File: src/design/simple_processor_pkg.sv
/*
  Shared widths, instruction encoding and controller states for the 16-bit core.
  Instructions are one 16-bit word; the PC is a byte address stepped by 2.
  Opcodes not listed in opcode_e execute as NOP.
*/

package simple_processor_pkg;

  ////////////////////////////////////////
  // Bus and register file sizes
  ////////////////////////////////////////

  localparam int ADDR_WIDTH     = 16;
  localparam int DATA_WIDTH     = 16;
  localparam int NUM_REGS       = 8;
  localparam int REG_ADDR_WIDTH = 3;

  // Byte distance between two instructions
  localparam int unsigned PC_STEP = 2;

  ////////////////////////////////////////
  // Instruction field positions
  ////////////////////////////////////////

  localparam int OPC_MSB    = 15;
  localparam int OPC_LSB    = 12;
  localparam int RD_MSB     = 11;
  localparam int RD_LSB     = 9;
  localparam int RS1_MSB    = 8;
  localparam int RS1_LSB    = 6;
  localparam int RS2_MSB    = 5;
  localparam int RS2_LSB    = 3;
  // Short immediate for ADDI, LD and ST
  localparam int IMM6_MSB   = 5;
  localparam int IMM6_LSB   = 0;
  localparam int IMM6_WIDTH = 6;
  // Long immediate for LDI and BEZ
  localparam int IMM9_MSB   = 8;
  localparam int IMM9_LSB   = 0;
  localparam int IMM9_WIDTH = 9;

  // Major opcodes
  typedef enum logic [3:0] {
    OP_NOP  = 4'd0,
    OP_ADD  = 4'd1,
    OP_SUB  = 4'd2,
    OP_AND  = 4'd3,
    OP_OR   = 4'd4,
    OP_XOR  = 4'd5,
    OP_ADDI = 4'd6,
    OP_LDI  = 4'd7,
    OP_LD   = 4'd8,
    OP_ST   = 4'd9,
    OP_BEZ  = 4'd10,
    OP_HALT = 4'd15
  } opcode_e;

  // ALU functions
  typedef enum logic [2:0] {
    ALU_ADD,
    ALU_SUB,
    ALU_AND,
    ALU_OR,
    ALU_XOR,
    ALU_PASS_B
  } alu_op_e;

  // Controller states
  typedef enum logic [1:0] {
    ST_FETCH,
    ST_EXEC,
    ST_MEM,
    ST_HALTED
  } ctrl_state_e;

endpackage
File: src/design/simple_processor.sv
/*
  Multi-cycle core top. One instruction in flight, no pipelining or interrupts.
  Both memory ports hold req and address until ack; misaligned addresses pass through.
*/

`timescale 1ns/1ns

module simple_processor
  import simple_processor_pkg::*;
(
  input  logic                  clk_i,
  input  logic                  arst_ni,
  // Address of the first instruction after reset
  input  logic [ADDR_WIDTH-1:0] boot_addr_i,
  // Instruction port
  output logic                  imem_req_o,
  output logic [ADDR_WIDTH-1:0] imem_addr_o,
  input  logic [DATA_WIDTH-1:0] imem_rdata_i,
  input  logic                  imem_ack_i,
  // Data port
  output logic                  dmem_req_o,
  output logic                  dmem_we_o,
  output logic [ADDR_WIDTH-1:0] dmem_addr_o,
  output logic [DATA_WIDTH-1:0] dmem_wdata_o,
  input  logic [DATA_WIDTH-1:0] dmem_rdata_i,
  input  logic                  dmem_ack_i,
  // Core stopped on HALT
  output logic                  halted_o
);

  ////////////////////////////////////////
  // Signals
  ////////////////////////////////////////

  logic [ADDR_WIDTH-1:0]     pc_q;
  logic [ADDR_WIDTH-1:0]     pc_next;
  logic [ADDR_WIDTH-1:0]     pc_seq;
  logic                      valid_pc;
  logic                      pc_en;
  logic                      branch_take;
  logic [ADDR_WIDTH-1:0]     branch_off;

  logic [REG_ADDR_WIDTH-1:0] rs1;
  logic [REG_ADDR_WIDTH-1:0] rs2;
  logic [REG_ADDR_WIDTH-1:0] rd;
  logic                      rf_we;
  logic                      wb_sel;
  logic [DATA_WIDTH-1:0]     rf_wd;
  logic [DATA_WIDTH-1:0]     rdata_a;
  logic [DATA_WIDTH-1:0]     rdata_b;
  logic                      rd_zero;

  alu_op_e                   alu_op;
  logic [DATA_WIDTH-1:0]     imm;
  logic                      use_imm;
  logic [DATA_WIDTH-1:0]     alu_b;
  logic [DATA_WIDTH-1:0]     alu_result;

  logic                      mem_start;
  logic                      mem_we;
  logic                      lsu_done;
  logic [DATA_WIDTH-1:0]     lsu_rdata;

  ////////////////////////////////////////
  // Program counter
  ////////////////////////////////////////

  // Fall-through address, also the base of branch targets
  assign pc_seq = pc_q + ADDR_WIDTH'(PC_STEP);

  always_comb begin
    if (!valid_pc) begin
      pc_next = boot_addr_i;
    end else if (branch_take) begin
      pc_next = pc_seq + branch_off;
    end else begin
      pc_next = pc_seq;
    end
  end

  // Cleared to zero in reset, boot address loaded one cycle later
  always_ff @(posedge clk_i or negedge arst_ni) begin
    if (!arst_ni) begin
      pc_q <= '0;
    end else if (pc_en) begin
      pc_q <= pc_next;
    end
  end

  assign imem_addr_o = pc_q;

  ////////////////////////////////////////
  // Datapath
  ////////////////////////////////////////

  // Second ALU operand
  assign alu_b = use_imm ? imm : rdata_b;
  // Write-back source, load data or ALU
  assign rf_wd = wb_sel ? lsu_rdata : alu_result;

  ins_dec u_ins_dec (
    .clk_i         (clk_i),
    .arst_ni       (arst_ni),
    .imem_rdata_i  (imem_rdata_i),
    .imem_ack_i    (imem_ack_i),
    .rd_zero_i     (rd_zero),
    .lsu_done_i    (lsu_done),
    .imem_req_o    (imem_req_o),
    .valid_pc_o    (valid_pc),
    .pc_en_o       (pc_en),
    .branch_take_o (branch_take),
    .branch_off_o  (branch_off),
    .rs1_o         (rs1),
    .rs2_o         (rs2),
    .rd_o          (rd),
    .rf_we_o       (rf_we),
    .wb_sel_o      (wb_sel),
    .alu_op_o      (alu_op),
    .imm_o         (imm),
    .use_imm_o     (use_imm),
    .mem_start_o   (mem_start),
    .mem_we_o      (mem_we),
    .halted_o      (halted_o)
  );

  reg_file u_reg_file (
    .clk_i     (clk_i),
    .arst_ni   (arst_ni),
    .ra_i      (rs1),
    .rb_i      (rs2),
    .we_i      (rf_we),
    .wa_i      (rd),
    .wd_i      (rf_wd),
    .rdata_a_o (rdata_a),
    .rdata_b_o (rdata_b),
    .rd_zero_o (rd_zero)
  );

  alu u_alu (
    .op_i     (alu_op),
    .a_i      (rdata_a),
    .b_i      (alu_b),
    .result_o (alu_result)
  );

  // Store data always comes from read port b, which addresses rd for ST
  lsu u_lsu (
    .clk_i        (clk_i),
    .arst_ni      (arst_ni),
    .start_i      (mem_start),
    .we_i         (mem_we),
    .addr_i       (alu_result),
    .wdata_i      (rdata_b),
    .dmem_rdata_i (dmem_rdata_i),
    .dmem_ack_i   (dmem_ack_i),
    .dmem_req_o   (dmem_req_o),
    .dmem_we_o    (dmem_we_o),
    .dmem_addr_o  (dmem_addr_o),
    .dmem_wdata_o (dmem_wdata_o),
    .done_o       (lsu_done),
    .rdata_o      (lsu_rdata)
  );

endmodule

File: src/design/ins_dec.sv
/*
  Instruction register, decoder and FETCH/EXEC/MEM/HALTED controller.
  EXEC always takes one cycle; FETCH and MEM last until the memory acks.
  HALTED is left only through reset.
*/

`timescale 1ns/1ns

module ins_dec
  import simple_processor_pkg::*;
(
  input  logic                      clk_i,
  input  logic                      arst_ni,
  input  logic [DATA_WIDTH-1:0]     imem_rdata_i,
  input  logic                      imem_ack_i,
  input  logic                      rd_zero_i,
  input  logic                      lsu_done_i,
  output logic                      imem_req_o,
  output logic                      valid_pc_o,
  output logic                      pc_en_o,
  output logic                      branch_take_o,
  output logic [ADDR_WIDTH-1:0]     branch_off_o,
  output logic [REG_ADDR_WIDTH-1:0] rs1_o,
  output logic [REG_ADDR_WIDTH-1:0] rs2_o,
  output logic [REG_ADDR_WIDTH-1:0] rd_o,
  output logic                      rf_we_o,
  output logic                      wb_sel_o,
  output alu_op_e                   alu_op_o,
  output logic [DATA_WIDTH-1:0]     imm_o,
  output logic                      use_imm_o,
  output logic                      mem_start_o,
  output logic                      mem_we_o,
  output logic                      halted_o
);

  ctrl_state_e           state_q;
  logic                  req_q;
  logic                  valid_pc_q;
  logic [DATA_WIDTH-1:0] ir_q;
  logic                  fetch_done;

  opcode_e               opcode;
  logic [IMM6_WIDTH-1:0] imm6;
  logic [IMM9_WIDTH-1:0] imm9;
  logic                  writes_rd;
  logic                  is_mem;
  logic                  is_store;
  logic                  is_bez;
  logic                  is_halt;

  ////////////////////////////////////////
  // Field extraction
  ////////////////////////////////////////

  assign opcode = opcode_e'(ir_q[OPC_MSB:OPC_LSB]);
  assign imm6   = ir_q[IMM6_MSB:IMM6_LSB];
  assign imm9   = ir_q[IMM9_MSB:IMM9_LSB];
  assign rd_o   = ir_q[RD_MSB:RD_LSB];
  assign rs1_o  = ir_q[RS1_MSB:RS1_LSB];
  // Port b reads rd for store data and the branch test
  assign rs2_o  = (is_store || is_bez) ? ir_q[RD_MSB:RD_LSB] : ir_q[RS2_MSB:RS2_LSB];

  // Branch distance in bytes, twice the signed immediate
  assign branch_off_o = {{(ADDR_WIDTH-IMM9_WIDTH-1){imm9[IMM9_WIDTH-1]}}, imm9, 1'b0};

  ////////////////////////////////////////
  // Opcode decode
  ////////////////////////////////////////

  always_comb begin
    alu_op_o  = ALU_ADD;
    imm_o     = {{(DATA_WIDTH-IMM6_WIDTH){imm6[IMM6_WIDTH-1]}}, imm6};
    use_imm_o = 1'b0;
    writes_rd = 1'b0;
    is_mem    = 1'b0;
    is_store  = 1'b0;
    is_bez    = 1'b0;
    is_halt   = 1'b0;
    case (opcode)
      OP_ADD: begin
        alu_op_o  = ALU_ADD;
        writes_rd = 1'b1;
      end
      OP_SUB: begin
        alu_op_o  = ALU_SUB;
        writes_rd = 1'b1;
      end
      OP_AND: begin
        alu_op_o  = ALU_AND;
        writes_rd = 1'b1;
      end
      OP_OR: begin
        alu_op_o  = ALU_OR;
        writes_rd = 1'b1;
      end
      OP_XOR: begin
        alu_op_o  = ALU_XOR;
        writes_rd = 1'b1;
      end
      OP_ADDI: begin
        use_imm_o = 1'b1;
        writes_rd = 1'b1;
      end
      // Zero-extended long immediate straight through the ALU
      OP_LDI: begin
        alu_op_o  = ALU_PASS_B;
        imm_o     = {{(DATA_WIDTH-IMM9_WIDTH){1'b0}}, imm9};
        use_imm_o = 1'b1;
        writes_rd = 1'b1;
      end
      // Address is rs1 plus the short immediate
      OP_LD: begin
        use_imm_o = 1'b1;
        is_mem    = 1'b1;
      end
      OP_ST: begin
        use_imm_o = 1'b1;
        is_mem    = 1'b1;
        is_store  = 1'b1;
      end
      OP_BEZ:  is_bez  = 1'b1;
      OP_HALT: is_halt = 1'b1;
      // NOP and unused codes
      default: ;
    endcase
  end

  ////////////////////////////////////////
  // Controller
  ////////////////////////////////////////

  assign fetch_done = req_q && imem_ack_i;

  always_ff @(posedge clk_i or negedge arst_ni) begin
    if (!arst_ni) begin
      state_q    <= ST_FETCH;
      req_q      <= 1'b0;
      valid_pc_q <= 1'b0;
    end else begin
      case (state_q)
        ST_FETCH: begin
          // First cycle out of reset: PC takes boot address, request starts
          if (!valid_pc_q) begin
            valid_pc_q <= 1'b1;
            req_q      <= 1'b1;
          end else if (fetch_done) begin
            req_q   <= 1'b0;
            state_q <= ST_EXEC;
          end
        end
        ST_EXEC: begin
          if (is_halt) begin
            state_q <= ST_HALTED;
          end else if (is_mem) begin
            state_q <= ST_MEM;
          end else begin
            req_q   <= 1'b1;
            state_q <= ST_FETCH;
          end
        end
        ST_MEM: begin
          if (lsu_done_i) begin
            req_q   <= 1'b1;
            state_q <= ST_FETCH;
          end
        end
        default: ;
      endcase
    end
  end

  // Instruction word is captured in the ack cycle
  always_ff @(posedge clk_i) begin
    if (fetch_done) begin
      ir_q <= imem_rdata_i;
    end
  end

  ////////////////////////////////////////
  // Control outputs
  ////////////////////////////////////////

  assign imem_req_o    = req_q;
  assign valid_pc_o    = valid_pc_q;
  // PC moves on boot and at the end of every EXEC except HALT
  assign pc_en_o       = !valid_pc_q || (state_q == ST_EXEC && !is_halt);
  assign branch_take_o = (state_q == ST_EXEC) && is_bez && rd_zero_i;
  // LD writes back at the data ack edge, everything else at the end of EXEC
  assign rf_we_o       = (state_q == ST_EXEC && writes_rd) ||
                         (state_q == ST_MEM && lsu_done_i && !is_store);
  assign wb_sel_o      = (state_q == ST_MEM);
  assign mem_start_o   = (state_q == ST_EXEC) && is_mem;
  assign mem_we_o      = is_store;
  assign halted_o      = (state_q == ST_HALTED);

endmodule

File: src/design/lsu.sv
/*
  Data-port request holder. Captures one access on start_i and holds
  we, addr and wdata steady until ack; no byte enables.
*/

`timescale 1ns/1ns

module lsu
  import simple_processor_pkg::*;
(
  input  logic                  clk_i,
  input  logic                  arst_ni,
  input  logic                  start_i,
  input  logic                  we_i,
  input  logic [ADDR_WIDTH-1:0] addr_i,
  input  logic [DATA_WIDTH-1:0] wdata_i,
  input  logic [DATA_WIDTH-1:0] dmem_rdata_i,
  input  logic                  dmem_ack_i,
  output logic                  dmem_req_o,
  output logic                  dmem_we_o,
  output logic [ADDR_WIDTH-1:0] dmem_addr_o,
  output logic [DATA_WIDTH-1:0] dmem_wdata_o,
  output logic                  done_o,
  output logic [DATA_WIDTH-1:0] rdata_o
);

  logic                  req_q;
  logic                  we_q;
  logic [ADDR_WIDTH-1:0] addr_q;
  logic [DATA_WIDTH-1:0] wdata_q;

  ////////////////////////////////////////
  // Request state
  ////////////////////////////////////////

  // Request rises the cycle after start, drops after the ack cycle
  always_ff @(posedge clk_i or negedge arst_ni) begin
    if (!arst_ni) begin
      req_q <= 1'b0;
      we_q  <= 1'b0;
    end else if (start_i) begin
      req_q <= 1'b1;
      we_q  <= we_i;
    end else if (done_o) begin
      req_q <= 1'b0;
      we_q  <= 1'b0;
    end
  end

  // Address and store data
  always_ff @(posedge clk_i) begin
    if (start_i) begin
      addr_q  <= addr_i;
      wdata_q <= wdata_i;
    end
  end

  assign dmem_req_o   = req_q;
  assign dmem_we_o    = we_q;
  assign dmem_addr_o  = addr_q;
  assign dmem_wdata_o = wdata_q;

  // Ack closes the access; load data is taken into rd on this edge
  assign done_o  = req_q && dmem_ack_i;
  assign rdata_o = dmem_rdata_i;

endmodule

File: src/design/alu.sv
/*
  Combinational ALU, all results wrap modulo 2^16.
  Also forms the LD/ST address as rs1 plus the offset.
*/

`timescale 1ns/1ns

module alu
  import simple_processor_pkg::*;
(
  input  alu_op_e               op_i,
  input  logic [DATA_WIDTH-1:0] a_i,
  input  logic [DATA_WIDTH-1:0] b_i,
  output logic [DATA_WIDTH-1:0] result_o
);

  logic [DATA_WIDTH-1:0] sum;
  logic [DATA_WIDTH-1:0] diff;

  // Carry and borrow are dropped
  assign sum  = a_i + b_i;
  assign diff = a_i - b_i;

  always_comb begin
    case (op_i)
      ALU_ADD: begin
        result_o = sum;
      end
      ALU_SUB: begin
        result_o = diff;
      end
      ALU_AND: begin
        result_o = a_i & b_i;
      end
      ALU_OR: begin
        result_o = a_i | b_i;
      end
      ALU_XOR: begin
        result_o = a_i ^ b_i;
      end
      // LDI immediate
      ALU_PASS_B: begin
        result_o = b_i;
      end
      default: begin
        result_o = '0;
      end
    endcase
  end

endmodule

File: src/design/reg_file.sv
/*
  Eight 16-bit registers, two read ports and one write port.
  r0 is never written and reads as zero.
*/

`timescale 1ns/1ns

module reg_file
  import simple_processor_pkg::*;
(
  input  logic                      clk_i,
  input  logic                      arst_ni,
  input  logic [REG_ADDR_WIDTH-1:0] ra_i,
  input  logic [REG_ADDR_WIDTH-1:0] rb_i,
  input  logic                      we_i,
  input  logic [REG_ADDR_WIDTH-1:0] wa_i,
  input  logic [DATA_WIDTH-1:0]     wd_i,
  output logic [DATA_WIDTH-1:0]     rdata_a_o,
  output logic [DATA_WIDTH-1:0]     rdata_b_o,
  output logic                      rd_zero_o
);

  logic [DATA_WIDTH-1:0] regs_q [NUM_REGS];

  // Writes to r0 are dropped, so it keeps its reset value
  always_ff @(posedge clk_i or negedge arst_ni) begin
    if (!arst_ni) begin
      for (int i = 0; i < NUM_REGS; i++) begin
        regs_q[i] <= '0;
      end
    end else if (we_i && wa_i != '0) begin
      regs_q[wa_i] <= wd_i;
    end
  end

  // Asynchronous reads
  assign rdata_a_o = regs_q[ra_i];
  assign rdata_b_o = regs_q[rb_i];

  // Zero test of the destination field, used by BEZ
  assign rd_zero_o = (regs_q[wa_i] == '0);

endmodule

File: config.mk
export PLATFORM = sky130hd
export DESIGN_NAME = simple_processor
export DESIGN_NICKNAME = d
export VERILOG_FILES = /design/src/design/simple_processor_pkg.sv /design/src/design/simple_processor.sv /design/src/design/ins_dec.sv /design/src/design/lsu.sv /design/src/design/alu.sv /design/src/design/reg_file.sv
export SDC_FILE = /design/constraint.sdc
export NUM_CORES = 1
export LEC_CHECK = 0
export BUFFER_PORTS_ARGS = -buffer_cell sky130_fd_sc_hd__buf_2
export CORE_MARGIN = 4
export CORE_UTILIZATION = 30
export DETAILED_ROUTE_END_ITERATION = 7
export GPL_ROUTABILITY_DRIVEN = 1
export HOLD_SLACK_MARGIN = 0.06
export SYNTH_ARGS = -nofsm -noshare
export SYNTH_HDL_FRONTEND = slang
export SYNTH_HIERARCHICAL = 1
export SYNTH_SLANG_ARGS = --single-unit
File: constraint.sdc
create_clock -name clk_i -period 5.5 [get_ports clk_i]
set_input_delay 1.1 -clock clk_i [delete_from_list [all_inputs] [get_ports clk_i]]
set_output_delay 1.1 -clock clk_i [all_outputs]
set_load 0.1 [all_outputs]
==> impl_results.md <==
* RePlAce Congestion at 0.9335
* Crit-path max FO at 7
* Flop pwr share at 0.439
* Outcome: complete, no violations
* Synth unique cells at 91
* CTS tree: built
* Grt total ovfl at 0
* Worst-path clk slew at 80 ps
* Post-synthesis sequential area ratio at 0.3628
* CTS H-tree lvls at 4
* Post-synth top cells: 177 x mux2_2, 150 x dfrtp_1, 72 x ha_1
* Hold slack at 422.5 ps
* Max Buffers Root-to-Sink at 2
* Vias at around 11,000
* P&R area growth vs syn at 12.90%
* Cells after synthesis at ~1,200
* Post-route antenna net violation count at 0
* Final min period at 5383 ps
* Layout filler cell count at around 4,600
* Antenna violations before repair at 3
* Top cells by area, synth: dfrtp_1 26%, mux2_2 14%, mux4_1 10%
* Starting Density at 0.3056
* Vias in the first global route at about 10,000
* Drt total wl at 41,620 um
* Combinational share of power at 0.211
* Hold path depth at 0
* Min-delay src: u_reg_file/regs_q[115]
* R2r worst-path depth at 20
* Lkg Pwr at 0.007383 uW
* Slew HR at 0.2153
* Largest net degree at the start of global routing at about 150
* WHS Endpoint: u_reg_file/regs_q[115]
* Synth area leader: dfrtp_1
* Synth Register Bits at 198
* Area share of the largest cell type after synthesis at 0.2621
* Die height at 226.5 um
* DRT Pass-1 Iters at 5
* CP Launch Type: flop
* Vias per cell at 5.476
* Pint at 2430 uW
* Avg Synthesized Cell Area at around 12 um2
* Sw frac at 0.3120
* Max_cap viols at 0
* Post-synth EDFFs at 48
* WP data required at 5830 ps
* Clock Sinks at 198
* CTS Root Cell: clkbuf_16
* Highest clock rate at 0.1858 GHz
* Dpl hpwl at 30,970 um
* Final setup fails at 0
* Avg WL per Cell at 21.63 um
* Mapped Area at 14,320 um2
* GRT Util Overall at 0.1599
* Cts bufs inserted at 17
* Reg2reg start: u_ins_dec/ir_q[13]
* Layout cells sized above 1 at 0.3582
* Cell area power density at 218.4 nW/um2
* Yosys warning count at 6
* Core area at 46,850 um2
* CP Class: flop to flop
* Switch Pwr at 1102 uW
* CP endpoint kind: flop
* IO Port Bufs at 103
* # DRC at 0
* Post-synth ARST share at 0.7576
* Main synth FF type: dfrtp_1
* Post-route core utilization at 0.3451
* Worst-Margin Slew at 1173 ps
* Top-count cell post-synth: mux2_2
* Clk network pwr share at 0.350
* Die ar. at 51,290 um2
* Final Hold Viols at 0
* Worst r2r dst: u_reg_file/regs_q[13]
* Nets at 1,428
* IO Pins at 104
* Syn nets at 1,364
* Global-route wire length before repair at roughly 63,000 um
* VDD IR-drop max at 165.9 uV
* Hold Path Class: flop to flop
* Initial DRC count at 684
* Tcrit/Tclk final at 0.9788
* Crit path DAT at 5720 ps
* Rows at 79
* Clock Skew at approximately 11 ps
* Clk_lat worst skew at 460 ps
* Die width at roughly 230 um
* Final Max Slew Viols at 0
* Setup slack, reg-to-reg at 120 ps
==> metal layers <==
layer,global-route usage,part of all wire,up-vias
met1,0.2134,0.43,5294
li1,-,-,4754
met3,0.02499,0.059,73
met5,0,0.00031,-
met2,0.2646,0.48,412
met4,0.05793,0.033,2
==> repair_timing <==
action	in CTS	in global routing
endpoints found under the setup margin	43	70
gates cloned	1	1
hold buffers	0	0
pin swaps	0	15
buffers inserted	0	2
resized for setup	3	58
==> per-stage QoR <==
stage / setup TNS, ps / area (um2) / total power, uW / worst slack, ps / cells
after floorplan: 0 / 14320 / 2065 / 139.2 / 1238
after global placement: 0 / 15360 / 2273 / 30.18 / 1886
after detailed placement: -830.4 / 15360 / 2278 / -89.54 / 1886
after CTS: 0 / 15960 / 3529 / 13.67 / 1919
after global routing: -572.6 / 16160 / 3684 / -55.11 / 1922
final: 0 / 16170 / 3531 / 116.8 / 1924
==> power groups by stage <==
stage               clock network, uW  registers [uW]  logic [uW]
global route                     1330            1550         804
global placement                    0            1580         693
finish                           1240            1550         744
floorplan                           0            1620         445
CTS                              1270            1550         706
detailed placement                  0            1580         698
==> final cells by class <==
class | instances | area, um2 | share of cell area
multi-input cells | 852 | 8330 | 0.5153
inverters | 57 | 214.0 | 0.01323
clock buffers | 17 | 425.4 | 0.02631
well taps | 607 | 759.5 | 0.04698
repair buffers | 176 | 1094 | 0.06764
diodes | 2 | 5.005 | 0.0003096
clock inverters | 15 | 143.9 | 0.008900
flip-flops and latches | 198 | 5195 | 0.3213
==> how the worst max path moves through the flow <==
| stage | to | slack, ps | start |
|---|---|---|---|
| 5_1_grt | u_reg_file/regs_q[13] | -60 | u_ins_dec/ir_q[13] |
| 6_report | u_reg_file/regs_q[13] | 120 | u_ins_dec/ir_q[13] |
| 4_1_cts | u_reg_file/regs_q[60] | 10 | u_ins_dec/ir_q[14] |
| 3_3_place_gp | u_reg_file/regs_q[108] | 30 | u_ins_dec/ir_q[12] |
| 2_1_floorplan | u_reg_file/regs_q[95] | 140 | u_ins_dec/ir_q[14] |
| 3_5_place_dp | u_reg_file/regs_q[13] | -90 | u_ins_dec/ir_q[12] |
==> sequential cells by signal (all words and copies together), names as in the netlist <==
signal,cells
imem_addr_o,16
u_ins_dec/imem_req_o,1
u_ins_dec/ir_q,16
u_ins_dec/state_q,2
u_ins_dec/valid_pc_o,1
u_lsu/dmem_addr_o,16
u_lsu/dmem_req_o,1
u_lsu/dmem_wdata_o,16
u_lsu/dmem_we_o,1
u_reg_file/regs_q,128
==> cell families after synthesis <==
family	count (synthesis)	synth area share
multiplexers	266	0.2732
AND/OR/NAND/NOR	264	0.09978
flip-flops	198	0.3628
AO/OA/AOI/OAI	196	0.09594
buffers and inverters	190	0.07235
adder cells (fa/ha/maj)	74	0.06571
XOR/XNOR	49	0.02997
other	1	0.0002619
==> critical path, stage by stage, from the launching register on <==
cell and delay, ps:
edfxtp_1 440, xnor2_2 170, or2_4 270, mux2_4 290
mux4_1 560, mux2_2 290, mux2_2 300, nor3_4 210
nand3_2 130, nor2_2 170, nand2_2 100, o31ai_4 260
xnor2_1 140, ha_1 260, a21o_2 240, nand2b_1 150
a31oi_2 190, mux2i_2 290, o32ai_4 140, mux2_4 370
mux2_2 280
==> placed cells by master, fill, tap and decap left out, drive strengths merged, types with 17 or more instances in the layout <==
cell type	n
a21o	20
a21oi	45
buf	176
clkbuf	17
dfrtp	150
edfxtp	48
ha	72
inv	69
mux2	184
mux2i	20
mux4	64
nand2	59
nand3	29
nor2	59
nor3	23
nor4	21
o21ai	33
xnor2	28
xor2	21
Power figures use the tool's default switching activity.
